$ cat src/source/core_params.svh
// core parameters: widths, register count, reset address and the RV64I encodings in use
`ifndef CORE_PARAMS_SVH
`define CORE_PARAMS_SVH

// datapath and instruction widths
`define CORE_XLEN            64
`define CORE_INST_WIDTH      32

// general register file
`define CORE_REG_COUNT       32
`define CORE_REG_ADDR_WIDTH  5

// first fetch address after reset
`define CORE_RESET_PC        64'h0000_0000_8000_0000

// major opcodes
`define CORE_OPC_OP_IMM      7'b0010011
`define CORE_OPC_OP          7'b0110011
`define CORE_OPC_LUI         7'b0110111

// funct3 values, shared by OP and OP-IMM
`define CORE_F3_ADD          3'b000
`define CORE_F3_SLL          3'b001
`define CORE_F3_SLT          3'b010
`define CORE_F3_SLTU         3'b011
`define CORE_F3_XOR          3'b100
`define CORE_F3_SRL          3'b101
`define CORE_F3_OR           3'b110
`define CORE_F3_AND          3'b111

// funct7 for SUB, also the SRA/SRAI marker
`define CORE_F7_SUB          7'b0100000

`endif

$ cat src/source/core_pkg.sv
// core package: shared vector types and the ALU operation encoding
`default_nettype none

`include "core_params.svh"

package core_pkg;

  // one data word
  typedef logic [`CORE_XLEN-1:0] xlen_t;

  // one instruction word
  typedef logic [`CORE_INST_WIDTH-1:0] inst_t;

  // register index
  typedef logic [`CORE_REG_ADDR_WIDTH-1:0] reg_addr_t;

  // ALU operations
  // PASS_B forwards the second operand, used for LUI
  typedef enum logic [3:0] {
    ALU_ADD,
    ALU_SUB,
    ALU_SLL,
    ALU_SLT,
    ALU_SLTU,
    ALU_XOR,
    ALU_SRL,
    ALU_OR,
    ALU_AND,
    ALU_PASS_B
  } alu_op_e;

endpackage

`default_nettype wire

$ cat src/source/register_file.sv
// register file: 32 x 64-bit general registers, two combinational reads and one write
`timescale 1ns/1ps
`default_nettype none

`include "core_params.svh"

module register_file (
  input  logic                clock,
  input  logic                reset,
  // reads
  input  core_pkg::reg_addr_t rs1_addr,
  input  core_pkg::reg_addr_t rs2_addr,
  output core_pkg::xlen_t     rs1_data,
  output core_pkg::xlen_t     rs2_data,
  // write
  input  logic                write_enable,
  input  core_pkg::reg_addr_t write_addr,
  input  core_pkg::xlen_t     write_data
);

  core_pkg::xlen_t regs [`CORE_REG_COUNT];

  always_ff @(posedge clock) begin
    if (reset) begin
      for (int i = 0; i < `CORE_REG_COUNT; i++) begin
        regs[i] <= '0;
      end
    end else if (write_enable && write_addr != '0) begin
      regs[write_addr] <= write_data;
    end
  end

  // x0 stays at its reset value of zero
  assign rs1_data = regs[rs1_addr];
  assign rs2_data = regs[rs2_addr];

  // decode drops the write enable for rd == x0
  no_x0_write: assert property (
    @(posedge clock) disable iff (reset)
    write_enable |-> (write_addr != '0)
  );

endmodule

`default_nettype wire

$ cat config.mk
export PLATFORM = sky130hd
export DESIGN_NAME = register_file
export DESIGN_NICKNAME = d
export VERILOG_FILES = /design/src/source/core_pkg.sv /design/src/source/register_file.sv
export VERILOG_INCLUDE_DIRS = /design/src /design/src/source
export SDC_FILE = /design/constraint.sdc
export NUM_CORES = 2
export LEC_CHECK = 0
export BUFFER_PORTS_ARGS = -buffer_cell sky130_fd_sc_hd__buf_2
export CORE_UTILIZATION = 25
export CTS_CLUSTER_DIAMETER = 60
export DETAILED_ROUTE_END_ITERATION = 16
export PLACE_DENSITY = 0.48
export REMOVE_ABC_BUFFERS = 1
export SYNTH_ARGS = -nofsm -noshare
export SYNTH_HDL_FRONTEND = slang
export SYNTH_SLANG_ARGS = --single-unit
export TNS_END_PERCENT = 50
$ cat constraint.sdc
create_clock -name clock -period 3.49 [get_ports clock]
set_clock_uncertainty 0.05 [all_clocks]
set_input_delay 0.349 -clock clock [delete_from_list [all_inputs] [get_ports clock]]
set_output_delay 0.349 -clock clock [all_outputs]
set_load 0.1 [all_outputs]
* Word level (Yosys, flattened, before mapping) *
Memory sizes are Yosys's and may differ from the RTL's.
Cells that the tools add are included.

word-level totals
  output and inout bits = 128
  word-level logic and storage cells = 12
  RAM bits = 2,048
  bits of input ports = 82
  register bits after elaboration = 0
  memories kept = 1

memory list
  name  words  width  read ports  clocked after Yosys merged registers in  write ports  line                 text
  regs  32     64     2           0                                        32           register_file.sv:21  core_pkg::xlen_t regs [`CORE_REG_COUNT];

cells by class
  muxes and demuxes = 8
  reduce and logical (&&, ||, !) cells = 3

operators by type and width
  kind               count
  $mux 64            1
  $reduce_or 64->1   1
  $mux 1             6
  $mux 5             1
  $reduce_bool 5->1  1
  $logic_and 1x1->1  1

* Depth between registers and ports, before layout *
  depth in word-level cells = 7
  mapped depth = 8
  depth with buffers taken out = 5

* Worst setup path before layout *
No wires, ideal clock.

  path type = input to output
  from = input rs2_addr[1]
  to = output rs2_data[13]
  setup slack = -1.182 ns
  buffers on the path = 4
  stages = 7
  required time = 3.091 ns
  arrival = 4.273 ns
  cell sequence = buf_4 buf_4 buf_2 nand2_1 clkbuf_1 o22ai_1 nor4_1

between the ends
  longest elaborated chain between the ends = 1

RTL lines
  item           line                 text
  from (decl)    register_file.sv:12  input core_pkg::reg_addr_t rs2_addr,
  $mem_v2 32x64  --
  to (decl)      register_file.sv:14  output core_pkg::xlen_t rs2_data,

No other way between the ends.

==> summary.md <==
| Metric | Value |
|---|---|
| Setup-failing EPs final | 2 |
| Hold Crit Depth | 2 |
| Yosys top cell area share | between 50 and 60% |
| Largest family of logic cells by synthesized area | multiplexers |
| Peak Freq | roughly 0.28 GHz |
| Outcome | complete, but fails checks |
| Critical path class | flip-flop to output pin |
| Vias in the first global route | around 71000 |
| Area leader, netlist | edfxtp_1 |
| Peak fanout along the critical path | 2 |
| CP max-delay cell | a2111oi_0 |
| First-pass GRT wire length | ~600 mm |
| Htree depth | 4 |
| Post-Synth XOR/XNOR Area | 0% |
| Final nets | ~7400 |
| Hold Crit Endpoint | regs[3][20] |
| DRC viols | 0 |
| Port-buffer cells | about 210 |
| Post-synthesis cell count | approximately 7000 |
| Site row count | 239 |
| Failing checks | setup timing |
| PD cells | ~500 nW/um^2 |
| Synth area leaders | edfxtp_1, mux4_2, and2_1 |
| Rel. slew slack | 24.7% |
| Die area | about 430000 sq um |
| Max reg flops | 2048 |
| Min Tclk post-route | about 3.6 ns |
| Layout cell share with drive strength beyond 1 | 27.6% |
| Routed Antenna Nets | 0 |
| Seq. cell area | 61500 sq um |
| RSZ-0062 raised after global routing | no |
| Synth Area in Simple Gates | a little over an eighth |
| Hold Crit Start | write_data[20] |
| YS warnings | 0 |
| Layout area overhead | 19.7% |
| Clock-pin slew on the worst setup and hold paths | around 0.060 ns |
| # Max-Cap Violations | 0 |
| Post-synthesis mux area share | 21.4% |
| WP data required | just over 3 ns |
| Power Total | approximately 64 mW |
| Final WL | ~460 mm |
| Post-DP HPWL | 264 mm |
| Post-DR vias/cell | roughly 5.4 |
| LEAKAGE | 43.2 nW |
| Core Area | 424000 sq um |
| Hold Fails Final Rpt | 0 |
| Post-CTS Setup Bufs | 0 |
| Multi-input gate area | between 40000 and 50000 sq um |
| Worst setup margin | -0.123 ns |
| Synthesis-stage register bit count | a little over 2000 |
| Via count | 70561 |
| CP startpoint kind | flip-flop |
| Slew @ Worst Pin | roughly 1.1 ns |
| Clock Tree Root | clkbuf_16 |
| CTS max path bufs | 4 |
| Post-synthesis compound-gate area fraction | 3.94% |
| Largest regs | regs (2048) |
| Die Ht | 655 microns |
| Worst path cell trace | mux2i_1 -> a211oi_1 -> a2111oi_0 -> nor4_2 -> buf_4 -> buf_12 |
| Crit path from | regs[23][60] |
| Core Util, Final | a little under a third |
| CP endpoint kind | output pin |
| Worst IR Drop VDD | roughly 460 uV |
| GP Congestion | 0.841 |
| Drt pass-1 iters | 6 |
| FILL cells | around 42000 |
| Largest Register | regs |
| TNS Setup | -0.126 ns |
| Initial antenna violation count | 67 |
| Final period util | 104% |
| Drt wl/cell | roughly 35 microns |
| Initial Utilization | between 20% and 30% |
| Critical Path Max Stage Delay | just under 1 ns |
| GR Util All Layers | between 20 and 25% |
| DRT iter0 DRCs | roughly 11000 |
| Cell Area, Synth | 107000 sq um |
| Worst hold-check path type | input pin to flip-flop |
| Synthesized area per cell | between 15 and 20 sq um |
| Synth Area in Adders | 0% |
| Register area share after synthesis | just under 60% |
| Pins over their slew limit | 0 |
| GRT Residual Overflow | 0 |
| Critical Path AT | 3.21 ns |
| # clock sinks | 2048 |
| TritonCTS clock tree | built |
| Unique masters post-synth | 41 |
| Die width | 655 microns |
| Num CTS Buffers | 234 |
| Io pins | 210 |
| Largest net degree at the start of global routing | 107 |
power by group:
group / total (mW) / switching, mW / internal [mW] / leakage [nW]
Sequential: 29.2 / 0.733 / 28.4 / 19.5
Combinational: 10.4 / 6.42 / 3.98 / 20.1
Clock: 24.8 / 10.7 / 14.1 / 3.65
Total: 64.3 / 17.8 / 46.5 / 43.2
area by class of cell:
cell class | count | share of cell area [%]
sequential | 2048 | 48.1
multi-input combinational | 4245 | 33.3
timing repair buffer | 752 | 7.15
tap | 5663 | 5.55
clock buffer | 282 | 4.77
clock inverter | 136 | 1.02
antenna | 26 | 0.0509
inverter | 1 | 0.00294
per-stage QoR:
step	instance area (sq um)	cells	setup slack, ns	hold slack (ns)
after CTS	128000	13126	0.00577	0.00147
after floorplan	103000	6294	-1.65	0.411
final	128000	13153	-0.123	0.0594
after global placement	119000	12646	-0.862	0.914
after detailed placement	119000	12647	-0.710	0.915
after global routing	128000	13136	0.00525	0.0514
cell usage after synthesis:
| cell | n |
|---|---|
| a2111oi_0 | 13 |
| a211oi_1 | 36 |
| a21oi_1 | 41 |
| a221oi_1 | 5 |
| a22oi_1 | 196 |
| a31oi_1 | 2 |
| and2_1 | 1991 |
| and3_1 | 1 |
| buf_1 | 12 |
| buf_12 | 1 |
| buf_2 | 153 |
| buf_4 | 81 |
| buf_6 | 20 |
| buf_8 | 5 |
| clkbuf_1 | 451 |
| clkbuf_2 | 47 |
| clkinv_1 | 1 |
| conb_1 | 1 |
| edfxtp_1 | 2048 |
| mux2_2 | 32 |
| mux2i_1 | 286 |
| mux4_2 | 869 |
| nand2_1 | 22 |
| nand2_2 | 1 |
| nand2b_1 | 12 |
| nand3_1 | 49 |
| nand3b_1 | 6 |
| nand4_1 | 26 |
| nor2_1 | 67 |
| nor2_2 | 1 |
| nor2b_1 | 47 |
| nor3_1 | 6 |
| nor4_1 | 95 |
| o21ai_0 | 5 |
| o221ai_1 | 1 |
| o22ai_1 | 326 |
| o311ai_0 | 1 |
| o31ai_1 | 1 |
| or2_2 | 37 |
| or3_1 | 5 |
| or3b_1 | 1 |
critical path, delay by kind of cell (launching register included):
kind / cells / cell delay [ns]
simple gates: 1 / 0.15
buf+inv: 2 / 0.40
flops: 1 / 0.40
mux: 1 / 0.23
compound gates: 2 / 1.10
cell usage in the layout, fill, tap and decap left out, drive strengths merged, types with 37 or more instances in the layout:
cell         instances
mux4               869
conb                64
edfxtp            2048
nor2b               47
dlygate4sd3         60
nor2                68
mux2i              286
o22ai              326
a22oi              196
nand3               49
buf                690
clkinv             101
or2                 37
clkbuf             283
and2              1991
nor4                95
a21oi               41
logic make-up after synthesis:
logic type,after synthesis
AND/OR/NAND/NOR,2367
flip-flops,2048
multiplexers,1187
buffers and inverters,771
AO/OA/AOI/OAI,627
other,1
worst max path at each step:
| stage | cells past startpoint | slack [ns] | end |
|---|---|---|---|
| detailed placement | 10 | -0.71 | rs2_data[10] |
| CTS | 8 | 0.006 | rs2_data[59] |
| finish | 6 | -0.12 | rs1_data[60] |
| global placement | 10 | -0.86 | rs2_data[26] |
| global route | 9 | 0.005 | rs1_data[2] |
| floorplan | 4 | -1.65 | rs1_data[62] |
repair_timing:
item,4_1_cts,5_1_grt
hold buffers,60,0
cloned,1,1
endpoints found under the setup margin,55,14
pin swaps,1,1
hold endpoints to repair,1616,0
resized for setup,50,12
per-layer routing:
layer | global-route usage, % | share of wire, % | wire, microns | up-vias
met4 | 7.91 | 4.3 | 19400 | 4
met5 | 0 | 0.0057 | 26 | -
li1 | - | - | - | 27682
met1 | 27.1 | 39 | 176000 | 37251
met2 | 34.0 | 47 | 216000 | 4759
met3 | 4.01 | 10 | 45600 | 865
Note: power is estimated with default switching activity, not from simulation.
