## config.mk

```make
export PLATFORM = sky130hd
export DESIGN_NAME = decode_stage
export DESIGN_NICKNAME = d
export VERILOG_FILES = /design/src/source/core_pkg.sv /design/src/source/decode_stage.sv
export VERILOG_INCLUDE_DIRS = /design/src /design/src/source
export SDC_FILE = /design/constraint.sdc
export NUM_CORES = 1
export LEC_CHECK = 0
export ABC_AREA = 1
export BUFFER_PORTS_ARGS = -buffer_cell sky130_fd_sc_hd__buf_2
export CORE_AREA = 5 5 117 119
export CTS_CLUSTER_DIAMETER = 50
export DETAILED_ROUTE_END_ITERATION = 16
export DIE_AREA = 0 0 122 124
export PLACE_DENSITY = 0.89
export SYNTH_ARGS = -nofsm -noshare
export SYNTH_HDL_FRONTEND = slang
export SYNTH_SLANG_ARGS = --single-unit
```

## constraint.sdc

```tcl
create_clock -name clock -period 2.1 [get_ports clock]
set_input_delay 0.525 -clock clock [delete_from_list [all_inputs] [get_ports clock]]
set_output_delay 0.525 -clock clock [all_outputs]
set_load 0.01 [all_outputs]
```

## src/source/core_params.svh

```systemverilog
// core parameters: widths, register count, reset address and the RV64I encodings in use
`ifndef CORE_PARAMS_SVH
`define CORE_PARAMS_SVH

// datapath and instruction widths
`define CORE_XLEN            64
`define CORE_INST_WIDTH      32

// general register file
`define CORE_REG_COUNT       32
`define CORE_REG_ADDR_WIDTH  5

// first fetch address after reset
`define CORE_RESET_PC        64'h0000_0000_8000_0000

// major opcodes
`define CORE_OPC_OP_IMM      7'b0010011
`define CORE_OPC_OP          7'b0110011
`define CORE_OPC_LUI         7'b0110111

// funct3 values, shared by OP and OP-IMM
`define CORE_F3_ADD          3'b000
`define CORE_F3_SLL          3'b001
`define CORE_F3_SLT          3'b010
`define CORE_F3_SLTU         3'b011
`define CORE_F3_XOR          3'b100
`define CORE_F3_SRL          3'b101
`define CORE_F3_OR           3'b110
`define CORE_F3_AND          3'b111

// funct7 for SUB, also the SRA/SRAI marker
`define CORE_F7_SUB          7'b0100000

`endif

```

## src/source/core_pkg.sv

```systemverilog
// core package: shared vector types and the ALU operation encoding
`default_nettype none

`include "core_params.svh"

package core_pkg;

  // one data word
  typedef logic [`CORE_XLEN-1:0] xlen_t;

  // one instruction word
  typedef logic [`CORE_INST_WIDTH-1:0] inst_t;

  // register index
  typedef logic [`CORE_REG_ADDR_WIDTH-1:0] reg_addr_t;

  // ALU operations
  // PASS_B forwards the second operand, used for LUI
  typedef enum logic [3:0] {
    ALU_ADD,
    ALU_SUB,
    ALU_SLL,
    ALU_SLT,
    ALU_SLTU,
    ALU_XOR,
    ALU_SRL,
    ALU_OR,
    ALU_AND,
    ALU_PASS_B
  } alu_op_e;

endpackage

`default_nettype wire

```

## src/source/decode_stage.sv

```systemverilog
// decode stage: field split, immediates, ALU op mapping and the decode-to-execute register
`timescale 1ns/1ps
`default_nettype none

`include "core_params.svh"

module decode_stage (
  input  logic                clock,
  input  logic                reset,
  // from fetch
  input  logic                fd_valid,
  input  core_pkg::xlen_t     fd_pc,
  input  core_pkg::inst_t     fd_inst,
  // to execute
  output logic                de_valid,
  output core_pkg::xlen_t     de_pc,
  output core_pkg::inst_t     de_inst,
  output core_pkg::reg_addr_t de_rs1,
  output core_pkg::reg_addr_t de_rs2,
  output core_pkg::reg_addr_t de_rd,
  output logic                de_wen,
  output logic                de_use_imm,
  output core_pkg::xlen_t     de_imm,
  output core_pkg::alu_op_e   de_alu_op
);

  logic [6:0]          opcode;
  logic [2:0]          funct3;
  logic [6:0]          funct7;
  core_pkg::reg_addr_t rd;
  core_pkg::xlen_t     imm_i;
  core_pkg::xlen_t     imm_u;
  logic                supported;
  logic                use_imm;
  core_pkg::alu_op_e   alu_op;

  assign opcode = fd_inst[6:0];
  assign rd     = fd_inst[11:7];
  assign funct3 = fd_inst[14:12];
  assign funct7 = fd_inst[31:25];

  // sign-extended I and U immediates
  assign imm_i = {{(`CORE_XLEN-12){fd_inst[31]}}, fd_inst[31:20]};
  assign imm_u = {{(`CORE_XLEN-32){fd_inst[31]}}, fd_inst[31:12], 12'b0};

  always_comb begin
    supported = 1'b1;
    use_imm   = 1'b0;
    alu_op    = core_pkg::ALU_ADD;
    case (funct3)
      `CORE_F3_ADD:  alu_op = core_pkg::ALU_ADD;
      `CORE_F3_SLL:  alu_op = core_pkg::ALU_SLL;
      `CORE_F3_SLT:  alu_op = core_pkg::ALU_SLT;
      `CORE_F3_SLTU: alu_op = core_pkg::ALU_SLTU;
      `CORE_F3_XOR:  alu_op = core_pkg::ALU_XOR;
      `CORE_F3_SRL:  alu_op = core_pkg::ALU_SRL;
      `CORE_F3_OR:   alu_op = core_pkg::ALU_OR;
      default:       alu_op = core_pkg::ALU_AND;
    endcase
    case (opcode)
      `CORE_OPC_OP_IMM: begin
        use_imm = 1'b1;
        // shamt is 6 bits wide, funct6 above it must be zero (SRAI excluded)
        if (funct3 == `CORE_F3_SLL || funct3 == `CORE_F3_SRL) begin
          supported = (fd_inst[31:26] == 6'b0);
        end
      end
      `CORE_OPC_OP: begin
        if (funct3 == `CORE_F3_ADD && funct7 == `CORE_F7_SUB) begin
          alu_op = core_pkg::ALU_SUB;
        end else begin
          // SRA and the M extension fall out here
          supported = (funct7 == 7'b0);
        end
      end
      `CORE_OPC_LUI: begin
        use_imm = 1'b1;
        alu_op  = core_pkg::ALU_PASS_B;
      end
      default: supported = 1'b0;
    endcase
  end

  always_ff @(posedge clock) begin
    if (reset) begin
      de_valid   <= 1'b0;
      de_pc      <= '0;
      de_inst    <= '0;
      de_rs1     <= '0;
      de_rs2     <= '0;
      de_rd      <= '0;
      de_wen     <= 1'b0;
      de_use_imm <= 1'b0;
      de_imm     <= '0;
      de_alu_op  <= core_pkg::ALU_ADD;
    end else begin
      de_valid <= fd_valid;
      if (fd_valid) begin
        de_pc      <= fd_pc;
        de_inst    <= fd_inst;
        de_rs1     <= fd_inst[19:15];
        de_rs2     <= fd_inst[24:20];
        de_rd      <= rd;
        // no write to x0, none for unknown encodings
        de_wen     <= supported && (rd != '0);
        de_use_imm <= use_imm;
        de_imm     <= (opcode == `CORE_OPC_LUI) ? imm_u : imm_i;
        de_alu_op  <= alu_op;
      end
    end
  end

endmodule

`default_nettype wire

```

Yosys cells after proc, flatten, opt, wreduce, memory -nomap -nowiden

Index checks and enable logic that the tools add are counted.
W data, S select, Z words.

Register bits after elaboration: 150
Latch bits: 0
RAM bits: 0
ROM bits: 0
Output and inout port bits: 182
Logic and storage cells: 36
Memories kept: 0

Add/subtract/negate cells: 0
Multipliers: 0
Div/mod/pow operators: 0
$lt $le $gt $ge: 0
Equality and inequality tests: 10
Shifts and indexed selects: 0
Multiplexer cells: 8
Bitwise gates (word level): 0
Reductions and logical operators: 8

Operators by type and width:

| operator             | count |
|---|---|
| $mux W31             | 1 |
| $pmux W4 S7          | 1 |
| $eq A7 B6 Y1 const B | 3 |
| $eq A3 B3 Y1 const B | 3 |
| $pmux W4 S2          | 1 |
| $eq A7 B5 Y1 const B | 1 |
| $logic_not A7 Y1     | 1 |
| $eq A3 B2 Y1 const B | 2 |
| $logic_not A6 Y1     | 1 |
| $reduce_bool A5 Y1   | 1 |
| $mux W4              | 1 |
| $eq A3 B1 Y1 const B | 1 |
| $logic_not A3 Y1     | 1 |
| $mux W1              | 3 |
| $pmux W1 S3          | 1 |
| $logic_and A1 B1 Y1  | 2 |
| $reduce_or A2 Y1     | 1 |
| $logic_or A1 B1 Y1   | 1 |

Longest topological paths before layout

Word-level depth: 5
Gate-level depth with buffers: 11
Depth with buffers taken out: 11

Worst setup path before layout

Ideal clock, no wire load.

Path type: register -> output
From: register, netlist name de_inst[31]
To: output de_imm[32]
Arrival: 1129 ps
Path slack: 446 ps
Cell stages (with the launch flop): 2
Buffers on the path: 1
Cells stage by stage: dfxtp_1 buf_4

RTL lines:

| what      | RTL line           | RTL |
|---|---|---|
| to (decl) | decode_stage.sv:23 | `output core_pkg::xlen_t de_imm,` |

==> run_results.csv <==
group,metric,value,unit
cts,cts_tree,"yes",
cells_and_area,finish.net_count,1044,
synth,postSynthAreaPerCell,7.68,um^2
timing,final_tns_setup,0,ns
timing,finalHoldWorstSlack,0.325,ns
power,powerDensity,921,nW/um^2
run_status,status,"complete, no violations",
global_route,grt.overflow.total,0,
cts,cts_post_setup_buffers_inserted,0,
cts,cts.htree.levels,4,
placement,number_of_buffers_added_on_ports,280,
cells_and_area,post_synthesis_to_final_layout_area_growth,31.8,%
die,floorplan.rows,41,
die,die-height,124,um
routing,detailedRoute.firstPassIterationCount,4,
cells_and_area,antennaDiodeCount,0,
timing,timing.final.setup_violations,0,
global_route,first_pass_grt_wire_length,24300,um
timing,finalCritPeriodShare,92.8,%
min_path,timing.hold.worst.class,"in2reg",
timing,skew,0,ns
global_route,number_of_global_route_vias_before_repair,4989,
cts,cts_hold_buffers,0,
timing,relSlewSlack,53.4,%
setup_path,timing.reg2reg.setup_slack,1.03,ns
die,core,12500,um^2
synth,yosysWarningCount,0,
synth,yosysSeqAreaShare,48.4,%
timing,rsz_0062_raised_after_global_routing,"no",
timing,timing_worst_slew_pin_value,0.697,ns
cts,clock_tree.root_cell,"clkbuf_16",
cts,post_cts.resized_instances,0,
setup_path,critical_path.startpoint_type,"flop",
synth,synth.lib_cells_used.distinct,25,
routing,final_wirelength,15900,um
placement,dp_worst_slack,0.214,ns
synth,mappedNetlistNets,826,
cts,clock_tree.buffer_depth,2,
timing,min_tclk_post_route,1.95,ns
setup_path,crit_path_max_cell_delay,0.77,ns
synth,synthesis.area,5540,um^2
synth,synthCells,722,
cts,clk_pin_slew,0.06,ns
power,leakage_component_of_the_power,3.98,nW
routing,antenna_violating_nets_post_route,0,
global_route,global_routing_usage_summed_across_all_routing_layers,20.5,%
cells_and_area,layout.cells.most_common,"buf_2",
setup_path,critical_path_type,"reg2out",
routing,m1WireLength,6110,um
routing,detailedRoute.firstIterationViolations,319,
routing,met3_wirelength,1520,um
cells_and_area,layout.cells.most_common_list,"279 x buf_2, 161 x nor2_1, 134 x dfxtp_1",
setup_path,critPathRequiredTime,1.57,ns
setup_path,critical-path-slowest-cell,"dfxtp_1",
timing,timing_hold_violations_final,0,
cts,clock_sinks,134,
routing,maxUsedRoutingLayer,"met4",
power,ir_drop,616,uV
setup_path,critical_path.endpoint_type,"output port",
synth,yosys_register_bits,134,
cells_and_area,drive_gt1_share,37.1,%
routing,drc_errors,0,
setup_path,cp_top_delay_family,"flip-flops",
die,floorplan.initialDensity,44.5,%
timing,fin_ws,0.152,ns
die,design.portCount,281,
cts,cts_buffers,17,
setup_path,arrival,1.42,ns
routing,wl_per_cell,14.1,um
routing,viasPerCell,4.75,
placement,gp_congestion,0.806,
placement,place_hpwl,11800,um
global_route,antenna_found_initial,0,
timing,final-max-slew-violation-count,0,
routing,met2WireLength,7850,um
global_route,pin_count_of_the_biggest_net_entering_global_routing,73,
setup_path,worstPathCellList,"buf_2",
setup_path,worstPathMaxFanout,35,
power,p_total,6.73,mW
flow_run,cap_violations,0,
die,floorplan.die.width,122,um
cts,insertion_delay,0.41,ns
setup_path,crit_buf_inv,1,
cells_and_area,final_core_util,58.6,%
timing,fmaxAchievable,0.513,GHz
die,design.die.area,15100,um^2
routing,vias,5342,
logic make-up (layout without fill, tap and decap cells):
| group | after synthesis | in the layout | synth area share [%] |
|---|---|---|---|
| buffers and inverters | 145 | 376 | 14.5 |
| adder cells (fa/ha/maj) | 5 | 5 | 1.13 |
| flip-flops | 134 | 134 | 48.4 |
| AND/OR/NAND/NOR | 284 | 284 | 20.9 |
| AO/OA/AOI/OAI | 154 | 154 | 15.0 |
per-stage QoR:
step | std cells | cell area (um^2)
2_1_floorplan | 722 | 5540
3_3_place_gp | 1093 | 6680
3_5_place_dp | 1093 | 6680
4_1_cts | 1125 | 7300
5_1_grt | 1125 | 7300
6_report | 1125 | 7300
power by group:
part / switching [mW] / internal, mW
clock network: 1.04 / 2.02
registers: 0.0870 / 2.71
logic: 0.517 / 0.349
total: 1.64 / 5.08
state kept, by name (all words and copies together), names as in the netlist:
signal and cells:
de_wen 1, de_inst 32, de_imm 31, de_pc 64
de_use_imm 1, de_alu_op 4, de_valid 1
tightest hold or removal path: stages:
cell and delay, ns:
buf_2 0.07, nor2_1 0.03, nor2_1 0.08
metal layers:
layer,global-route usage (%),vias up
met5,0,-
met4,9.59,0
met3,7.13,28
met2,34.9,229
met1,23.1,2424
li1,-,2661
final timing paths:
path / cells after the start / endpoint / startpoint
max: 1 / de_imm[37] / de_inst[31]
min: 3 / de_pc[6] / fd_pc[6]
max reg2reg: 2 / de_inst[31] / de_inst[31]
min reg2reg: 2 / de_inst[14] / de_inst[14]
cell usage after synthesis:
master,number,share of area [%]
a211oi_1,1,0.14
a21oi_1,54,4.9
a31oi_1,2,0.23
buf_12,1,0.36
buf_2,16,1.4
buf_4,51,6.9
buf_6,4,0.81
clkbuf_1,20,1.4
dfxtp_1,134,48
ha_1,5,1.1
inv_1,41,2.8
inv_2,11,0.74
inv_4,1,0.11
nand2_1,103,7.0
nand2_2,1,0.11
nand2_4,9,1.8
nand3_1,7,0.63
nand3_2,1,0.18
nor2_1,161,11
nor2_2,1,0.11
nor2_4,1,0.20
o211ai_1,8,1.1
o21ai_0,79,7.1
o21ai_2,9,1.4
o31ai_1,1,0.14
final cells by class:
type                            count  area [um^2]
Clock buffer                       25          505
Clock inverter                      7          116
Fill cell                        1147         5160
Inverter                           53          204
Multi-Input combinational cell    443         2060
Sequential cell                   134         2680
Tap cell                          172          215
Timing Repair Buffer              291         1520
(Power assumes the default switching activity.)
