--- config.mk ---
export PLATFORM = sky130hd
export DESIGN_NAME = execute_stage
export DESIGN_NICKNAME = d
export VERILOG_FILES = /design/src/source/core_pkg.sv /design/src/source/execute_stage.sv
export VERILOG_INCLUDE_DIRS = /design/src /design/src/source
export SDC_FILE = /design/constraint.sdc
export NUM_CORES = 2
export LEC_CHECK = 0
export BUFFER_PORTS_ARGS = -buffer_cell sky130_fd_sc_hd__buf_2
export CAP_MARGIN = 15
export CORE_UTILIZATION = 35
export DETAILED_ROUTE_END_ITERATION = 10
export PLACE_DENSITY_LB_ADDON = 0.2
export SYNTH_ARGS = -nofsm -noshare
export SYNTH_HDL_FRONTEND = slang
export SYNTH_SLANG_ARGS = --single-unit
--- constraint.sdc ---
create_clock -name clock -period 12.9 [get_ports clock]
set_clock_uncertainty 0.2 [all_clocks]
set_input_delay 2.58 -clock clock [delete_from_list [all_inputs] [get_ports clock]]
set_output_delay 2.58 -clock clock [all_outputs]
set_load 0.03 [all_outputs]
--- src/source/core_params.svh ---
// core parameters: widths, register count, reset address and the RV64I encodings in use
`ifndef CORE_PARAMS_SVH
`define CORE_PARAMS_SVH

// datapath and instruction widths
`define CORE_XLEN            64
`define CORE_INST_WIDTH      32

// general register file
`define CORE_REG_COUNT       32
`define CORE_REG_ADDR_WIDTH  5

// first fetch address after reset
`define CORE_RESET_PC        64'h0000_0000_8000_0000

// major opcodes
`define CORE_OPC_OP_IMM      7'b0010011
`define CORE_OPC_OP          7'b0110011
`define CORE_OPC_LUI         7'b0110111

// funct3 values, shared by OP and OP-IMM
`define CORE_F3_ADD          3'b000
`define CORE_F3_SLL          3'b001
`define CORE_F3_SLT          3'b010
`define CORE_F3_SLTU         3'b011
`define CORE_F3_XOR          3'b100
`define CORE_F3_SRL          3'b101
`define CORE_F3_OR           3'b110
`define CORE_F3_AND          3'b111

// funct7 for SUB, also the SRA/SRAI marker
`define CORE_F7_SUB          7'b0100000

`endif

--- src/source/core_pkg.sv ---
// core package: shared vector types and the ALU operation encoding
`default_nettype none

`include "core_params.svh"

package core_pkg;

  // one data word
  typedef logic [`CORE_XLEN-1:0] xlen_t;

  // one instruction word
  typedef logic [`CORE_INST_WIDTH-1:0] inst_t;

  // register index
  typedef logic [`CORE_REG_ADDR_WIDTH-1:0] reg_addr_t;

  // ALU operations
  // PASS_B forwards the second operand, used for LUI
  typedef enum logic [3:0] {
    ALU_ADD,
    ALU_SUB,
    ALU_SLL,
    ALU_SLT,
    ALU_SLTU,
    ALU_XOR,
    ALU_SRL,
    ALU_OR,
    ALU_AND,
    ALU_PASS_B
  } alu_op_e;

endpackage

`default_nettype wire

--- src/source/execute_stage.sv ---
// execute stage: operand forwarding, 64-bit ALU and the writeback register driving commit
`timescale 1ns/1ps
`default_nettype none

module execute_stage (
  input  logic                clock,
  input  logic                reset,
  // from decode
  input  logic                de_valid,
  input  core_pkg::xlen_t     de_pc,
  input  core_pkg::inst_t     de_inst,
  input  core_pkg::reg_addr_t de_rs1,
  input  core_pkg::reg_addr_t de_rs2,
  input  core_pkg::reg_addr_t de_rd,
  input  logic                de_wen,
  input  logic                de_use_imm,
  input  core_pkg::xlen_t     de_imm,
  input  core_pkg::alu_op_e   de_alu_op,
  // register file reads
  output core_pkg::reg_addr_t rs1_addr,
  output core_pkg::reg_addr_t rs2_addr,
  input  core_pkg::xlen_t     rs1_data,
  input  core_pkg::xlen_t     rs2_data,
  // writeback register, also the commit port
  output logic                commit_valid,
  output core_pkg::xlen_t     commit_pc,
  output core_pkg::inst_t     commit_inst,
  output core_pkg::reg_addr_t commit_rd,
  output logic                commit_wen,
  output core_pkg::xlen_t     commit_data
);

  logic            fwd_rs1;
  logic            fwd_rs2;
  core_pkg::xlen_t operand_a;
  core_pkg::xlen_t rs2_value;
  core_pkg::xlen_t operand_b;
  core_pkg::xlen_t result;

  assign rs1_addr = de_rs1;
  assign rs2_addr = de_rs2;

  // instruction one ahead sits in the writeback register, not yet in the file
  // commit_wen is never set for rd == x0, so x0 is never forwarded
  assign fwd_rs1 = commit_wen && (commit_rd == de_rs1);
  assign fwd_rs2 = commit_wen && (commit_rd == de_rs2);

  assign operand_a = fwd_rs1 ? commit_data : rs1_data;
  assign rs2_value = fwd_rs2 ? commit_data : rs2_data;
  assign operand_b = de_use_imm ? de_imm : rs2_value;

  always_comb begin
    case (de_alu_op)
      core_pkg::ALU_ADD:    result = operand_a + operand_b;
      core_pkg::ALU_SUB:    result = operand_a - operand_b;
      core_pkg::ALU_SLL:    result = operand_a << operand_b[5:0];
      core_pkg::ALU_SLT:    result = core_pkg::xlen_t'($signed(operand_a) < $signed(operand_b));
      core_pkg::ALU_SLTU:   result = core_pkg::xlen_t'(operand_a < operand_b);
      core_pkg::ALU_XOR:    result = operand_a ^ operand_b;
      core_pkg::ALU_SRL:    result = operand_a >> operand_b[5:0];
      core_pkg::ALU_OR:     result = operand_a | operand_b;
      core_pkg::ALU_AND:    result = operand_a & operand_b;
      core_pkg::ALU_PASS_B: result = operand_b;
      default:              result = '0;
    endcase
  end

  always_ff @(posedge clock) begin
    if (reset) begin
      commit_valid <= 1'b0;
      commit_wen   <= 1'b0;
      commit_pc    <= '0;
      commit_inst  <= '0;
      commit_rd    <= '0;
      commit_data  <= '0;
    end else begin
      commit_valid <= de_valid;
      // bubbles never write
      commit_wen   <= de_valid && de_wen;
      if (de_valid) begin
        commit_pc   <= de_pc;
        commit_inst <= de_inst;
        commit_rd   <= de_rd;
        commit_data <= result;
      end
    end
  end

  // a register write only ever accompanies a committed instruction
  commit_wen_needs_valid: assert property (
    @(posedge clock) disable iff (reset)
    commit_wen |-> commit_valid
  );

endmodule

`default_nettype wire

# --- Word level (Yosys, flattened, before mapping) ---
# Index checks and enable logic that the tools add are counted.
op_classes:
  mux: 4
  order_cmp: 2
  n_bitwise: 3
  reduce_logical: 4
  add_sub_neg: 2
  shift: 2
  eq_ne: 11
ops:
  columns: ["op", "n"]
  rows:
  - ["64-bit case mux with 10 select lines", 1]
  - ["64-bit two-way mux", 3]
  - ["64-bit < comparator", 2]
  - ["64-bit adder", 1]
  - ["64-bit AND", 1]
  - ["64-bit bitwise OR", 1]
  - ["64-bit by 6-bit << shifter with 64-bit output", 1]
  - ["64-bit by 6-bit right shift with 64-bit output", 1]
  - ["64-bit subtractor", 1]
  - ["64-bit XOR", 1]
  - ["4-bit by 3-bit == test with 1-bit output (second input constant)", 4]
  - ["5-bit == test", 2]
  - ["4-bit by 2-bit == test with 1-bit output (second input constant)", 2]
  - ["4-bit == test (second input constant)", 2]
  - ["4-bit by 1-bit == test with 1-bit output (second input constant)", 1]
  - ["4-bit logical NOT", 1]
  - ["1-bit logical AND", 3]
totals:
  input_bits: 312
  out_inout_bits: 177
  wordCells: 34
  register_bits: 167

# --- Logic depth before layout (Yosys ltp) ---
depth:
  ltp_word: 6
  depth_mapped: 24
  mapped_depth_nobuf: 20

# --- Worst setup path after synthesis ---
# Ideal clock, no wire load.
synth_path:
  path_kind: "input to register"
  from: "input de_rs2[2]"
  to: "register commit_data[62]"
  arrival_ns: 7.548
  path_slack_ns: 5.057
  cell_stages: 24
  required_ns: 12.605
  setup_ns: 0.095
  path_buffers: 4
  cell_sequence: "xnor2_1 nand3_2 nor3_2 buf_2 buf_2 buf_2 mux2i_1 nor2_1 a21oi_1 inv_1 ha_1 clkbuf_1 nand4_1 nor2_1 nand2_1 or4_1 a31oi_1 o2bb2ai_1 o41ai_2 a21oi_1 o211ai_1 a21o_1 nand3_1 a221oi_1"
synth_between:
  elab_chain_cells: 6
  elab_cells_between_ends: 12
  classes_between: "2 x add/sub; 1 x eq/ne; 2 x shift; 3 x mux; 3 x bitwise; 1 x reduce/logical"
synth_rtl:
  columns: ["element", "line", "rtl"]
  rows:
  - ["start, declared", "execute_stage.sv:13", "input core_pkg::reg_addr_t de_rs2,"]
  - ["5-bit == test *", "execute_stage.sv:46", "assign fwd_rs2 = commit_wen && (commit_rd == de_rs2);"]
  - ["1-bit logical AND *", "execute_stage.sv:46", null]
  - ["64-bit two-way mux *", "execute_stage.sv:49", "assign rs2_value = fwd_rs2 ? commit_data : rs2_data;"]
  - ["64-bit two-way mux *", "execute_stage.sv:50", "assign operand_b = de_use_imm ? de_imm : rs2_value;"]
  - ["64-bit subtractor, or another cell as far along", "execute_stage.sv:55", "core_pkg::ALU_SUB: result = operand_a - operand_b;"]
  - ["64-bit case mux with 10 select lines *", "execute_stage.sv:53", "case (de_alu_op)"]
  - ["end signal, assigned", "execute_stage.sv:84", "commit_data <= result;"]
  - ["end, declared", "execute_stage.sv:30", "output core_pkg::xlen_t commit_data"]
# Mark *: on every way between the ends. The rest lies on a longest branch, timed or not.
# A chain may end at the register's enable or synchronous reset.

# --- Worst setup path after layout ---
layout_path:
  from: "input de_rs1[3]"
  to: "register commit_data[54]"
layout_between:
  elab_chain_cells: 5
  elab_cells_between_ends: 11
  classes_between: "2 x add/sub; 1 x eq/ne; 2 x shift; 2 x mux; 3 x bitwise; 1 x reduce/logical"
layout_rtl:
  columns: ["element", "line", "rtl"]
  rows:
  - ["start, declared", "execute_stage.sv:12", "input core_pkg::reg_addr_t de_rs1,"]
  - ["5-bit == test *", "execute_stage.sv:45", "assign fwd_rs1 = commit_wen && (commit_rd == de_rs1);"]
  - ["1-bit logical AND *", "execute_stage.sv:45", null]
  - ["64-bit two-way mux *", "execute_stage.sv:48", "assign operand_a = fwd_rs1 ? commit_data : rs1_data;"]
  - ["64-bit subtractor, or another cell as far along", "execute_stage.sv:55", null]
  - ["64-bit case mux with 10 select lines *", "execute_stage.sv:53", null]
# Marked as above.

==> flow_summary_export.csv <==
group,metric,value,unit
global_route,overflow,0,
power,p_total,2.93,mW
routing,vias,33526,
yosys,syn_area,27500,µm²
cts,cts-resized-gates,0,
routing,wl_per_cell,32.3,µm
worst_hold_path,hold_path_class,"register to register",
global_route,grt_pass1_wl,228,mm
routing,final_antenna_net_count,0,
worst_setup_path,crit_path_max_fanout,32,
place,post-dp-hpwl,128,mm
global_route,grt_pass1_vias,30891,
routing,vias_per_cell,6.58,
yosys,synth_compound_area_frac,0.294,
cts,htree_levels,4,
flow_run,drv_cap,0,
floorplanning,die_w,282,µm
yosys,synth_edf_count,0,
floorplanning,dieHeight,282,µm
routing,drcViolationCount,0,
routing,drt_iter0_drc,4183,
routing,wirelength,164,mm
yosys,synth_top_family_by_area,"compound AO/OA/AOI/OAI gates",
floorplanning,placementRows,102,
yosys,synth_ff_type,"dfxtp_1",
floorplanning,coreArea,77600,µm²
floorplanning,dieArea,79800,µm²
sta,fin_crit_sh,0.764,
floorplanning,start_util,0.355,
routing,detailedRoute.firstPassIterationCount,6,
cts,cts_buffers,17,
worst_setup_path,crit_type,"primary input to register",
place,gp_congestion,1.11,
power,power_density,93.5,nW/µm²
yosys,yosysSeqAreaShare,0.121,
worst_setup_path,crit_chain,"buf_2 -> xor2_1 -> nor4_2 -> and3_4 -> mux2i_2 -> inv_1 -> ha_1 -> and3_1 -> and4_1 -> nand2_1 -> or4_1 -> a31oi_1 -> o2bb2ai_1 -> o41ai_2 -> a21oi_1 -> xnor2_1 -> nor2_1 -> o41ai_1 -> o311ai_0",
global_route,grt_antenna_before_repair,8,
power,p_leak,14.0,nW
yosys,synth-simple-area-share,0.167,
layout,final_common_cell,"mux2i_1",
yosys,synth_fa_ha_area_frac,0.0887,
worst_setup_path,start_kind,"primary input",
layout,syn2layout_area_growth,14.0,%
global_route,grt_max_degree,72,
yosys,synth_cells,3730,
sta,finalMaxSlewViolations,0,
worst_setup_path,slowest_stage,"o41ai_2",
cts,cts_setup_buffers,0,
sta,max_clock_freq,0.102,GHz
layout,finish.net_count,4544,
sta,rsz0062_at_grt,"false",
layout,fillCellCount,8290,
worst_setup_path,crit_required,13.05,ns
yosys,async_reset_ff_frac,0,
sta,fin_setup_tns,0,ns
yosys,ys_warn_count,0,
worst_setup_path,max_stage_delay,0.83,ns
worst_setup_path,critPathCaptureType,"register",
place,io_buffer_count,488,
yosys,ys_ff_latch,167,
yosys,avgSynthCellArea,7.38,µm²
cts,cts_root_buffer,"clkbuf_16",
sta,fin_crit,9.85,ns
cts,cts_hold_buf,0,
worst_setup_path,crit_arrival,10.00,ns
run_status,outcome,"finished, final reports clean",
cts,cts_buffer_depth,2,
layout,drive_above_1_share,0.197,
yosys,syn_nets,4236,
sta,final_hold_viol_count,0,
layout,layout_common_cells,"mux2i_1, buf_2, nand2_1, nor2_1, a21oi_1",
sta,setup_violations,0,
floorplanning,io_pins,489,
cts,clkSinkCount,167,
cts,cts_tree,"built",
cts,clk_latency,0.55,ns
sta,slew_headroom,0.118,
yosys,yosys.cell_types.count,99,
global_route,grt_util_all_layers,0.395,
sta,tightest_slew,1.29,ns
layout,post-route-util,0.404,
cts,cts.clk_slew.worst_paths,0.10,ns
yosys,synthXorXnorAreaFrac,0.0143,
power,peakVddDrop,0.0640,mV
yosys,synth_mux_area_frac,0.238,
==> cell type report <==
| cell class | count | area [µm²] | area share |
|---|---|---|---|
| diodes | 3 | 7.51 | 0.000239 |
| clock buffers | 17 | 425 | 0.0136 |
| clock inverters | 15 | 211 | 0.00674 |
| inverters | 205 | 778 | 0.0248 |
| multi-input cells | 3076 | 22200 | 0.708 |
| flip-flops and latches | 167 | 3340 | 0.107 |
| well taps | 1040 | 1300 | 0.0415 |
| repair buffers | 571 | 3100 | 0.0987 |
==> report_power, final <==
part           internal, mW  leakage [nW]  switching (mW)  total, mW
registers             0.545          1.37          0.0324      0.577
logic                 0.532          12.3            1.21       1.74
clock network         0.271         0.305           0.343      0.614
==> worst paths after layout <==
check	from	to	slack, ns	depth (start not counted)
min reg2reg	commit_inst[8]	commit_inst[8]	0.29	2
max reg2reg	commit_rd[3]	commit_data[54]	4.81	18
min	commit_inst[8]	commit_inst[8]	0.29	2
max	de_rs1[3]	commit_data[54]	3.05	19
==> worst max-delay path, delay by kind of cell <==
family,cells,cell delay [ns]
compound gates,6,2.72
xor+xnor,2,0.39
fa+ha+maj,1,0.60
buf+inv,2,0.26
mux,1,0.70
simple gates,7,2.60
==> synthesized netlist by cell type (30+ instances only) <==
master,count,area [µm²]
mux2i_1,510,5100
nor2_1,348,1310
nand2_1,346,1300
a21oi_1,315,1580
o21ai_0,204,1020
ha_1,192,2400
inv_1,183,687
clkbuf_1,178,668
dfxtp_1,167,3340
a211oi_1,65,488
a221oi_1,64,561
nor3_1,63,315
nand3_1,61,305
a22oi_1,55,413
mux2_2,55,619
o211ai_1,54,405
o21bai_1,48,360
o221ai_1,44,385
buf_2,41,205
nand4_1,39,244
xnor2_1,37,324
a21o_1,34,255
mux2i_2,33,454
nor2b_1,32,200
buf_1,31,116
nor4_1,30,188
o22ai_1,30,188
==> cell families (layout without fill, tap and decap cells) <==
family,after synthesis,count (layout)
flip-flops,167,167
other,0,3
XOR/XNOR,45,45
adder cells (fa/ha/maj),194,194
AO/OA/AOI/OAI,1194,1194
multiplexers,617,617
AND/OR/NAND/NOR,1026,1026
buffers and inverters,487,808
==> stage by stage <==
| step | hold WS (ns) | instances | setup slack [ns] | area, µm² |
|---|---|---|---|---|
| after floorplan | 0.404 | 3730 | 5.06 | 27500 |
| after global placement | 0.269 | 5058 | 2.65 | 30700 |
| after detailed placement | 0.275 | 5059 | 2.94 | 30700 |
| after CTS | 0.300 | 5091 | 3.43 | 31400 |
| after global routing | 0.317 | 5091 | 3.08 | 31400 |
| final | 0.295 | 5094 | 3.05 | 31400 |
==> flip-flops by register name (all words and copies together) (netlist names) <==
signal,flops
commit_data,64
commit_pc,64
commit_inst,32
commit_rd,5
commit_valid,1
commit_wen,1
==> metal layers <==
metal,share of wire,wire (µm),vias up,GRT usage
met2,0.42,69300,2399,0.591
met3,0.11,17400,569,0.0895
met1,0.39,64300,16023,0.499
met4,0.080,13200,8,0.275
li1,-,-,14527,-
met5,0.00029,48,-,0
No activity file was read; power rests on OpenSTA's default activity.
