## config.mk

```make
export PLATFORM = sky130hd
export DESIGN_NAME = fetch_stage
export DESIGN_NICKNAME = d
export VERILOG_FILES = /design/src/source/core_pkg.sv /design/src/source/fetch_stage.sv
export VERILOG_INCLUDE_DIRS = /design/src /design/src/source
export SDC_FILE = /design/constraint.sdc
export NUM_CORES = 1
export LEC_CHECK = 0
export BUFFER_PORTS_ARGS = -buffer_cell sky130_fd_sc_hd__buf_2
export CAP_MARGIN = 20
export CORE_ASPECT_RATIO = 0.6
export CORE_MARGIN = 4
export CORE_UTILIZATION = 43
export CTS_CLUSTER_SIZE = 24
export DETAILED_ROUTE_END_ITERATION = 8
export GPL_TIMING_DRIVEN = 0
export MAX_ROUTING_LAYER = met4
export PLACE_DENSITY = 0.69
export SLEW_MARGIN = 40
export SYNTH_ARGS = -nofsm -noshare
export SYNTH_HDL_FRONTEND = slang
export SYNTH_SLANG_ARGS = --single-unit
```

## constraint.sdc

```tcl
create_clock -name clock -period 4.26 [get_ports clock]
set_input_delay 0 -clock clock [delete_from_list [all_inputs] [get_ports clock]]
set_output_delay 0 -clock clock [all_outputs]
set_load 0.05 [all_outputs]
```

## src/source/core_params.svh

```systemverilog
// core parameters: widths, register count, reset address and the RV64I encodings in use
`ifndef CORE_PARAMS_SVH
`define CORE_PARAMS_SVH

// datapath and instruction widths
`define CORE_XLEN            64
`define CORE_INST_WIDTH      32

// general register file
`define CORE_REG_COUNT       32
`define CORE_REG_ADDR_WIDTH  5

// first fetch address after reset
`define CORE_RESET_PC        64'h0000_0000_8000_0000

// major opcodes
`define CORE_OPC_OP_IMM      7'b0010011
`define CORE_OPC_OP          7'b0110011
`define CORE_OPC_LUI         7'b0110111

// funct3 values, shared by OP and OP-IMM
`define CORE_F3_ADD          3'b000
`define CORE_F3_SLL          3'b001
`define CORE_F3_SLT          3'b010
`define CORE_F3_SLTU         3'b011
`define CORE_F3_XOR          3'b100
`define CORE_F3_SRL          3'b101
`define CORE_F3_OR           3'b110
`define CORE_F3_AND          3'b111

// funct7 for SUB, also the SRA/SRAI marker
`define CORE_F7_SUB          7'b0100000

`endif

```

## src/source/core_pkg.sv

```systemverilog
// core package: shared vector types and the ALU operation encoding
`default_nettype none

`include "core_params.svh"

package core_pkg;

  // one data word
  typedef logic [`CORE_XLEN-1:0] xlen_t;

  // one instruction word
  typedef logic [`CORE_INST_WIDTH-1:0] inst_t;

  // register index
  typedef logic [`CORE_REG_ADDR_WIDTH-1:0] reg_addr_t;

  // ALU operations
  // PASS_B forwards the second operand, used for LUI
  typedef enum logic [3:0] {
    ALU_ADD,
    ALU_SUB,
    ALU_SLL,
    ALU_SLT,
    ALU_SLTU,
    ALU_XOR,
    ALU_SRL,
    ALU_OR,
    ALU_AND,
    ALU_PASS_B
  } alu_op_e;

endpackage

`default_nettype wire

```

## src/source/fetch_stage.sv

```systemverilog
// fetch stage: sequential pc, valid/ready fetch port and the fetch-to-decode register
`timescale 1ns/1ps
`default_nettype none

`include "core_params.svh"

module fetch_stage (
  input  logic            clock,
  input  logic            reset,
  // fetch port
  input  logic            fetch_ready,
  input  core_pkg::inst_t fetch_inst,
  output logic            fetch_valid,
  output core_pkg::xlen_t fetch_addr,
  // to decode
  output logic            fd_valid,
  output core_pkg::xlen_t fd_pc,
  output core_pkg::inst_t fd_inst
);

  core_pkg::xlen_t pc;
  logic            transfer;

  assign fetch_addr = pc;
  assign transfer   = fetch_valid && fetch_ready;

  always_ff @(posedge clock) begin
    if (reset) begin
      pc          <= `CORE_RESET_PC;
      fetch_valid <= 1'b0;
      fd_valid    <= 1'b0;
      fd_pc       <= '0;
      fd_inst     <= '0;
    end else begin
      // request continuously once out of reset
      fetch_valid <= 1'b1;
      fd_valid    <= transfer;
      if (transfer) begin
        fd_pc   <= pc;
        fd_inst <= fetch_inst;
        pc      <= pc + core_pkg::xlen_t'(4);
      end
    end
  end

  // address must not move while the memory holds the request off
  fetch_addr_stable: assert property (
    @(posedge clock) disable iff (reset)
    fetch_valid && !fetch_ready |=> $stable(fetch_addr)
  );

endmodule

`default_nettype wire

```

After elaboration in Yosys (flattened, before gate mapping)
Index checks and enable logic that the tools add are counted.
{ "word_totals": {"register_bits": 162, "input_bits": 35, "out_inout_bits": 162, "wordCells": 8} }
{ "op_classes": {"n_addsub": 1, "muxes": 1, "n_reduce_logical": 1} }
{ "op_table": {"columns": ["op", "n"], "rows": [
  ["$add A64 B3 Y64 const B", 1],
  ["$logic_and A1 B1 Y1", 1],
  ["$mux W1", 1]
]} }

Longest topological paths before layout
Gate-level depths: netlist of the first run.
{ "depth": {"word_depth": 1, "ltp_mapped": 7, "ltp_nobuf": 6} }

Least setup slack after synthesis of the first run
No wires, ideal clock.
{ "synth_path": {"path_type": "register to register", "from": "reg pc[4], in the netlist fetch_addr[4]", "to": "reg pc[48], in the netlist fetch_addr[48]", "setup_time_ps": 132, "t_arrival_ps": 2274, "t_required_ps": 4128, "path_slack_ps": 1853, "stages_incl_launch_ff": 7, "n_path_buf": 1, "synth_period_minus_slack_ps": 2407, "path_cell_list": "dfxtp_1 -> nand3_1 -> nor4_4 -> nand4_1 -> clkbuf_1 -> o31ai_1 -> a21oi_1"} }
{ "synth_via": {"elab_chain_cells": 1} }
{ "synth_rtl": {"columns": ["item", "line_no", "rtl"], "rows": [
  ["from (decl)", "fetch_stage.sv:21", "core_pkg::xlen_t pc;"],
  ["from (signal assigned)", "fetch_stage.sv:29", "pc <= `CORE_RESET_PC;"],
  ["from (signal assigned)", "fetch_stage.sv:41", "pc <= pc + core_pkg::xlen_t'(4);"],
  ["$add A64 B3 Y64", "fetch_stage.sv:41", null]
]} }
No other way between the ends.
A chain may end at the register's enable or synchronous reset.

Final worst setup path of the first run
{ "layout_path": {"from": "reg pc[3], in the netlist fetch_addr[3]", "to": "reg pc[53], in the netlist fetch_addr[53]"} }
The elaborated chain is that of the path after synthesis.

==> results of run 1 <==
[kinds of logic after synthesis]
kind of cell	after synthesis	share of synthesized area (%)
flip-flops	158	51.0
adder cells (fa/ha/maj)	1	0.202
other	1	0.0605
AO/OA/AOI/OAI	163	13.8
XOR/XNOR	25	3.53
buffers and inverters	60	3.91
AND/OR/NAND/NOR	370	27.5
[synthesized netlist by cell type, types with 2 or more instances]
cell,number,area (um^2)
inv_1,12,45.0
or4_1,11,82.6
dfxtp_1,158,3160
buf_2,2,10.0
o21a_1,2,15.0
a21oi_1,127,636
clkbuf_1,34,128
nand2_1,218,818
and2_1,3,18.8
nand4_2,2,25.0
xnor2_1,8,70.1
nor3_1,7,35.0
o21ai_0,21,105
nor4_1,2,12.5
nand4_1,20,125
nor4_2,3,37.5
xor2_1,17,149
a31o_2,2,17.5
o31ai_1,9,67.6
buf_1,8,30.0
nand3_1,26,130
nor2_1,40,150
and3_1,8,50.1
o211ai_1,2,15.0
or3_1,20,125
and4_1,5,43.8
buf_4,4,30.0
[worst min-delay path by stage]
stage	from	endpoint	slack, ns	depth (start not counted)
floorplan	fetch_inst[0]	fd_inst[0]	0.14	2
global placement	fetch_inst[28]	fd_inst[28]	0.24	3
detailed placement	fetch_inst[7]	fd_inst[7]	0.25	3
CTS	fetch_ready	fetch_addr[4]	0.11	4
global route	fetch_ready	fetch_addr[4]	0.14	4
finish	fetch_ready	fetch_addr[4]	0.13	4
[what timing repair did]
item | 4_1_cts | 5_1_grt
setup endpoints to repair | 0 | 0
endpoints found under the hold margin | 33 | 0
hold buffers | 33 | 0
[power by group through the flow]
stage | registers, W | clock network, W | logic (W)
2_1_floorplan | 0.00160 | 0 | 0.0000726
3_3_place_gp | 0.00154 | 0 | 0.000195
3_5_place_dp | 0.00154 | 0 | 0.000195
4_1_cts | 0.00150 | 0.00168 | 0.000219
5_1_grt | 0.00151 | 0.00174 | 0.000239
6_report | 0.00150 | 0.00166 | 0.000221
[flip-flops by register name (all words and copies together) (netlist names)]
signal / flops
fd_pc: 62
fetch_addr: 62
fd_inst: 32
fd_valid: 1
fetch_valid: 1
[final cells by class]
class	count	area [um^2]
flip-flops and latches	158	3160
inverters	12	45.0
well taps	192	240
multi-input cells	563	2810
clock buffers	18	439
clock inverters	14	203
repair buffers	225	1290
fillers	1290	5490
plain buffers	48	198
[routing by layer]
layer / up-vias / track usage, % / wire (um)
met5: - / - / 0
met4: 0 / 5.15 / 142
met3: 17 / 6.38 / 1730
met2: 275 / 34.0 / 8030
met1: 2922 / 34.4 / 9380
li1: 3133 / - / -
[through the flow]
stage,hold WS [ns],setup WS (ns)
2_1_floorplan,0.136,1.85
3_3_place_gp,0.243,1.63
3_5_place_dp,0.246,1.65
4_1_cts,0.111,1.64
5_1_grt,0.138,1.28
6_report,0.128,1.59
[worst min-delay path, delay by kind of cell]
family | cells | cell delay (ns)
and+or+nand+nor | 2 | 0.30
buffers and inverters | 1 | 0.12
xor gates and xnor gates | 1 | 0.08
==> impl_results.md, run 1 <==
- Worst skew pair latency: 0.42 ns
- Hpwl dp: 13,500 um
- Post-route insts no fill: 1,230
- Final setup TNS: 0 ns
- Fmax: 375 MHz
- Synth warn: 0
- Share of power burned in registers: 44.4%
- Starting Density: 44.7%
- Peak VDD IR: 0.273 mV
- Max-slew violation count: 0
- Finished Cell Area: 0.00839 mm^2
- Cells after Synth: 778
- Worst setup EP type: flip-flop
- Delay-heaviest family, CP: simple AND/OR/NAND/NOR gates
- FF-to-FF End: fetch_addr[53]
- DIE WIDTH: 163 um
- Sw Pwr: 0.000824 W
- Clk slew on worst S/H paths: 0.07 ns
- Max_slew headroom: 48.6%
- Hold Path Class: in -> reg
- N_diodes: 0
- DRT antenna net count: 0
- Number of global-route vias before repair: 5,913
- # rows: 33
- Via count: 6,347
- Postcts setup bufs: 0
- Mapped cell area: 0.00620 mm^2
- Root Driver: clkbuf_16
- DRT iter0 DRCs: 556
- CTS tree: done
- Critical Path Stages: 6
- CTS buffer count: 17
- Final setup fails: 0
- Avg Cell Area, Syn: 7.97 um^2
- Vias per cell: 5.16
- CP Launch Point: fetch_addr[3]
- Share of cells above drive strength 1: 22.9%
- Unrepaired setup endpoints after global routing: false
- Hold Vio Cnt, Final: 0
- Total track usage: 24.0%
- Seq/Total Area, Yosys: 51.0%
- DRC Markers: 0
- Final nets: 1,061
- Max H-tree Level: 4
- Reg-to-reg startpoint: fetch_addr[3]
- Clk_skew: 0.0153 ns
- CP Launch Type: flip-flop
- Worst-Margin Slew: 0.764 ns
- Worst setup endpoint: fetch_addr[53]
- DP Area: 0.00741 mm^2
- Gpl congestion: 0.866
- P_int: 0.00256 W
- R2R depth: 6
- Pleak: 3.42 nW
- Most frequent cells in the layout: nand2_1, buf_2, dfxtp_1
- Synth cell types: 34
- Ports: 197
- WL/cell: 15.7 um
- Period minus WS final: 2.67 ns
- Gr ovfl total: 0
- Max-Cap Viols: 0
- Cell-by-cell trace of the critical path: nand4_1, nor4_1, nand4_2, clkbuf_1, o31ai_1, a21oi_1
- Worst Path Buf+Inv: 1
- Slowest-stage cell, CP: nor4_1
- EDFF count, synth: 0
- Largest net degree at the start of global routing: 17
- Switch share: 24.3%
- Power share of the combinational group: 6.5%
- Most common cell after layout, fill and taps aside: nand2_1
- Asr flop ratio synth: 0%
- Prevailing post-synth register cell: dfxtp_1
- Placed Cells: 1,165
- P&R area growth vs syn: 35.2%
- DR pass1 iterations: 5
- Tcrit/Tclk final: 62.6%
- Clk sinks: 158
- Post_cts resized: 0
- Initial antenna violation count: 0
- Status: completed
- First-pass GRT wire length: 30,900 um
- Total die area: 0.0165 mm^2
- DIE HEIGHT: 101 um
- Drt total wl: 19,300 um
- IO buf count: 192
- Crit path DAT: 2.96 ns
- Required @ worst endpoint: 4.55 ns
- Core Util, Final: 60.4%
- Clock network power share: 49.1%
- P per Cell Area: 404 mW/mm^2
- Core area: 0.0139 mm^2
- Critical path class: reg -> reg
- FF+latch count, synth: 158
- Design Power: 0.00339 W
- Flop-to-flop setup slack: 1.59 ns
- Critical Path Fanout Max: 10
- Max Root-Sink Buffers: 2
- Slowest stage delay, CP: 0.65 ns
Note: power is estimated with default switching activity, not from simulation.
==> inputs of run 2 (changes only) <==
clock period = 2.79 ns   (was 4.26 ns; I/O delays follow)
==> run 2 against run 1 <==
Net effect:
- die area did not move
- critical path depth did not move
- sequential power rose by 53%
- sequential share of layout area fell by 0.13 points
- combinational power rose by 53%
- global-route usage did not move
- non-clock buffer count rose by 3
- first-iteration DRC count fell by 3.2%
- worst setup slack got worse by 1.4 ns
- hold slack got worse by 0.0049 ns
- clock-buffer cell count did not move
- total power rose by 53%
- critical endpoint is now fetch_addr[30]
- largest cell class unchanged
- largest power group unchanged
==> impl_results.md, run 2 (synthesis results as in run 1) <==
- Max Root-Sink Buffers: 2 (unchanged)
- N_diodes: 0 (unchanged)
- Total die area: 0.0165 mm^2 (unchanged)
- Hold Vio Cnt, Final: 0 (unchanged)
- DRT antenna net count: 0 (unchanged)
- DIE WIDTH: 163 um (unchanged)
- Share of cells above drive strength 1: 23.2% (+0.32 points)
- Tcrit/Tclk final: 92.0% (+29 points)
- Period minus WS final: 2.57 ns (-0.0991 ns)
- First-pass GRT wire length: 30,900 um (unchanged)
- Hold Path Class: in -> reg
- Peak VDD IR: 0.418 mV (+53%)
- Core area: 0.0139 mm^2 (unchanged)
- DIE HEIGHT: 101 um (unchanged)
- Max_slew headroom: 52.4% (+3.8 points)
- Hold_sp: fetch_ready
- Max-Cap Viols: 0 (unchanged)
- Number of global-route vias before repair: 5,913 (unchanged)
- Cell-by-cell trace of the critical path: ha_1, nand3_1, nor4_2, nand3_1, or4_1, a21oi_1
- Root Driver: clkbuf_16
- Status: completed
- Hold endpoint: fetch_addr[4]
- Critical Path Fanout Max: 9 (-1)
- Unrepaired setup endpoints after global routing: false
- Clk sinks: 158 (unchanged)
- Final setup fails: 0 (unchanged)
- Ports: 197 (unchanged)
- DR pass1 iterations: 5 (unchanged)
- # rows: 33 (unchanged)
- Via count: 6,330 (-0.27%)
- Power share of the combinational group: 6.5% (about the same)
- Worst skew pair latency: 0.42 ns (about the same)
- CTS tree: done
- Design Power: 0.00517 W (+53%)
- Crit path DAT: 2.90 ns (-0.06 ns)
- DP Area: 0.00741 mm^2 (unchanged)
- Gpl congestion: 0.866 (unchanged)
- Placed Cells: 1,165 (unchanged)
- Most used cell, CP: nand3_1
- Vias per cell: 5.13 (-0.51%)
- Sw Pwr: 0.00126 W (+53%)
- DRT iter0 DRCs: 538 (-3.2%)
- IO buf count: 192 (unchanged)
- Reg-to-reg startpoint: fetch_addr[3]
- FF-to-FF End: fetch_addr[30]
- Total track usage: 24.0% (unchanged)
- Gr ovfl total: 0 (unchanged)
- Finished Cell Area: 0.00841 mm^2 (+0.34%)
- DRC Markers: 0 (unchanged)
- Switch share: 24.3% (about the same)
- Starting Density: 44.7% (unchanged)
- Post-route insts no fill: 1,233 (+0.24%)
- Max-slew violation count: 0 (unchanged)
- Clk_skew: 0.0169 ns (+0.00161 ns)
- WL/cell: 15.7 um (about the same)
- Post-Place Worst Slack: 0.184 ns (-1.47 ns)
- Required @ worst endpoint: 3.13 ns (-1.42 ns)
- Clock network power share: 49.1% (about the same)
- R2R depth: 6 (unchanged)
- Clk slew on worst S/H paths: 0.07 ns (about the same)
- Largest net degree at the start of global routing: 17 (unchanged)
- Fmax: 390 MHz (+3.9%)
- P_int: 0.00392 W (+53%)
- P per Cell Area: 615 mW/mm^2 (+52%)
- Worst-Margin Slew: 0.714 ns (-0.0499 ns)
- Most common cell after layout, fill and taps aside: nand2_1
- Min-Delay Path Depth: 4 (unchanged)
- CTS buffer count: 17 (unchanged)
- CP Launch Type: flip-flop
- Initial antenna violation count: 0 (unchanged)
- Slowest stage delay, CP: 0.63 ns (-0.02 ns)
- Drt total wl: 19,300 um (+0.18%)
- Worst setup EP type: flip-flop
- Share of power burned in registers: 44.4% (about the same)
- Slowest-stage cell, CP: nor4_2
- Final setup TNS: 0 ns (unchanged)
- Max H-tree Level: 4 (unchanged)
- Flop-to-flop setup slack: 0.22 ns (-1.37 ns)
- P&R area growth vs syn: 35.7%
- Pleak: 3.43 nW (+0.37%)
- Final nets: 1,064 (+0.28%)
- Critical path class: reg -> reg
- Most frequent cells in the layout: nand2_1, buf_2, dfxtp_1
- Final worst slack: 0.223 ns (-1.37 ns)
- Hpwl dp: 13,500 um (unchanged)
run 2: layout make-up:
| cell class | count | area (um^2) |
|---|---|---|
| Fill cell | 1287 | 5460 |
| Sequential cell | 158 | 3160 |
| Multi-Input combinational cell | 563 | 2810 |
| Timing Repair Buffer | 228 | 1310 |
| Clock buffer | 18 | 439 |
| Tap cell | 192 | 240 |
| Clock inverter | 14 | 203 |
| Buffer | 48 | 198 |
| Inverter | 12 | 45.0 |
run 2: power groups by stage:
stage	clock network [W]	registers [W]	logic, W
after global routing	0.00266	0.00230	0.000365
after global placement	0	0.00235	0.000298
final	0.00254	0.00230	0.000338
after detailed placement	0	0.00235	0.000298
after CTS	0.00257	0.00230	0.000335
after floorplan	0	0.00244	0.000111
run 2: through the flow:
| step | utilization (%) | hold WS [ns] |
|---|---|---|
| floorplan | - | 0.136 |
| global placement | 53.4 | 0.243 |
| detailed placement | 53.4 | 0.246 |
| CTS | 60.4 | 0.111 |
| global route | 60.7 | 0.138 |
| finish | 60.7 | 0.123 |
run 2: layer usage:
metal	wire (um)	track usage, %
met4	119	5.15
met5	0	-
met1	9370	34.4
met3	1750	6.38
met2	8070	34.0
run 2: worst max-delay path by stage:
stage,endpoint,start,depth (start not counted)
after floorplan,fetch_addr[48],fetch_addr[4],6
after global placement,fetch_addr[48],fetch_addr[4],6
after detailed placement,fetch_addr[48],fetch_addr[5],6
after CTS,fetch_addr[48],fetch_addr[4],6
after global routing,fetch_addr[53],fetch_addr[4],6
final,fetch_addr[30],fetch_addr[3],6
run 2: worst max-delay path, delay by kind of cell, from the launching register on:
| kind | cells | cell delay [ns] |
|---|---|---|
| AOI/OAI and AO/OA | 1 | 0.15 |
| and+or+nand+nor | 4 | 1.68 |
| DFF | 1 | 0.45 |
| adders and majority gates | 1 | 0.21 |
run 2: what timing repair did:
action | in CTS | in global routing
hold endpoints to repair | 33 | 0
resized for setup | 0 | 1
hold buffers | 33 | 0
setup endpoints to repair | 0 | 16
buffers inserted | 0 | 3
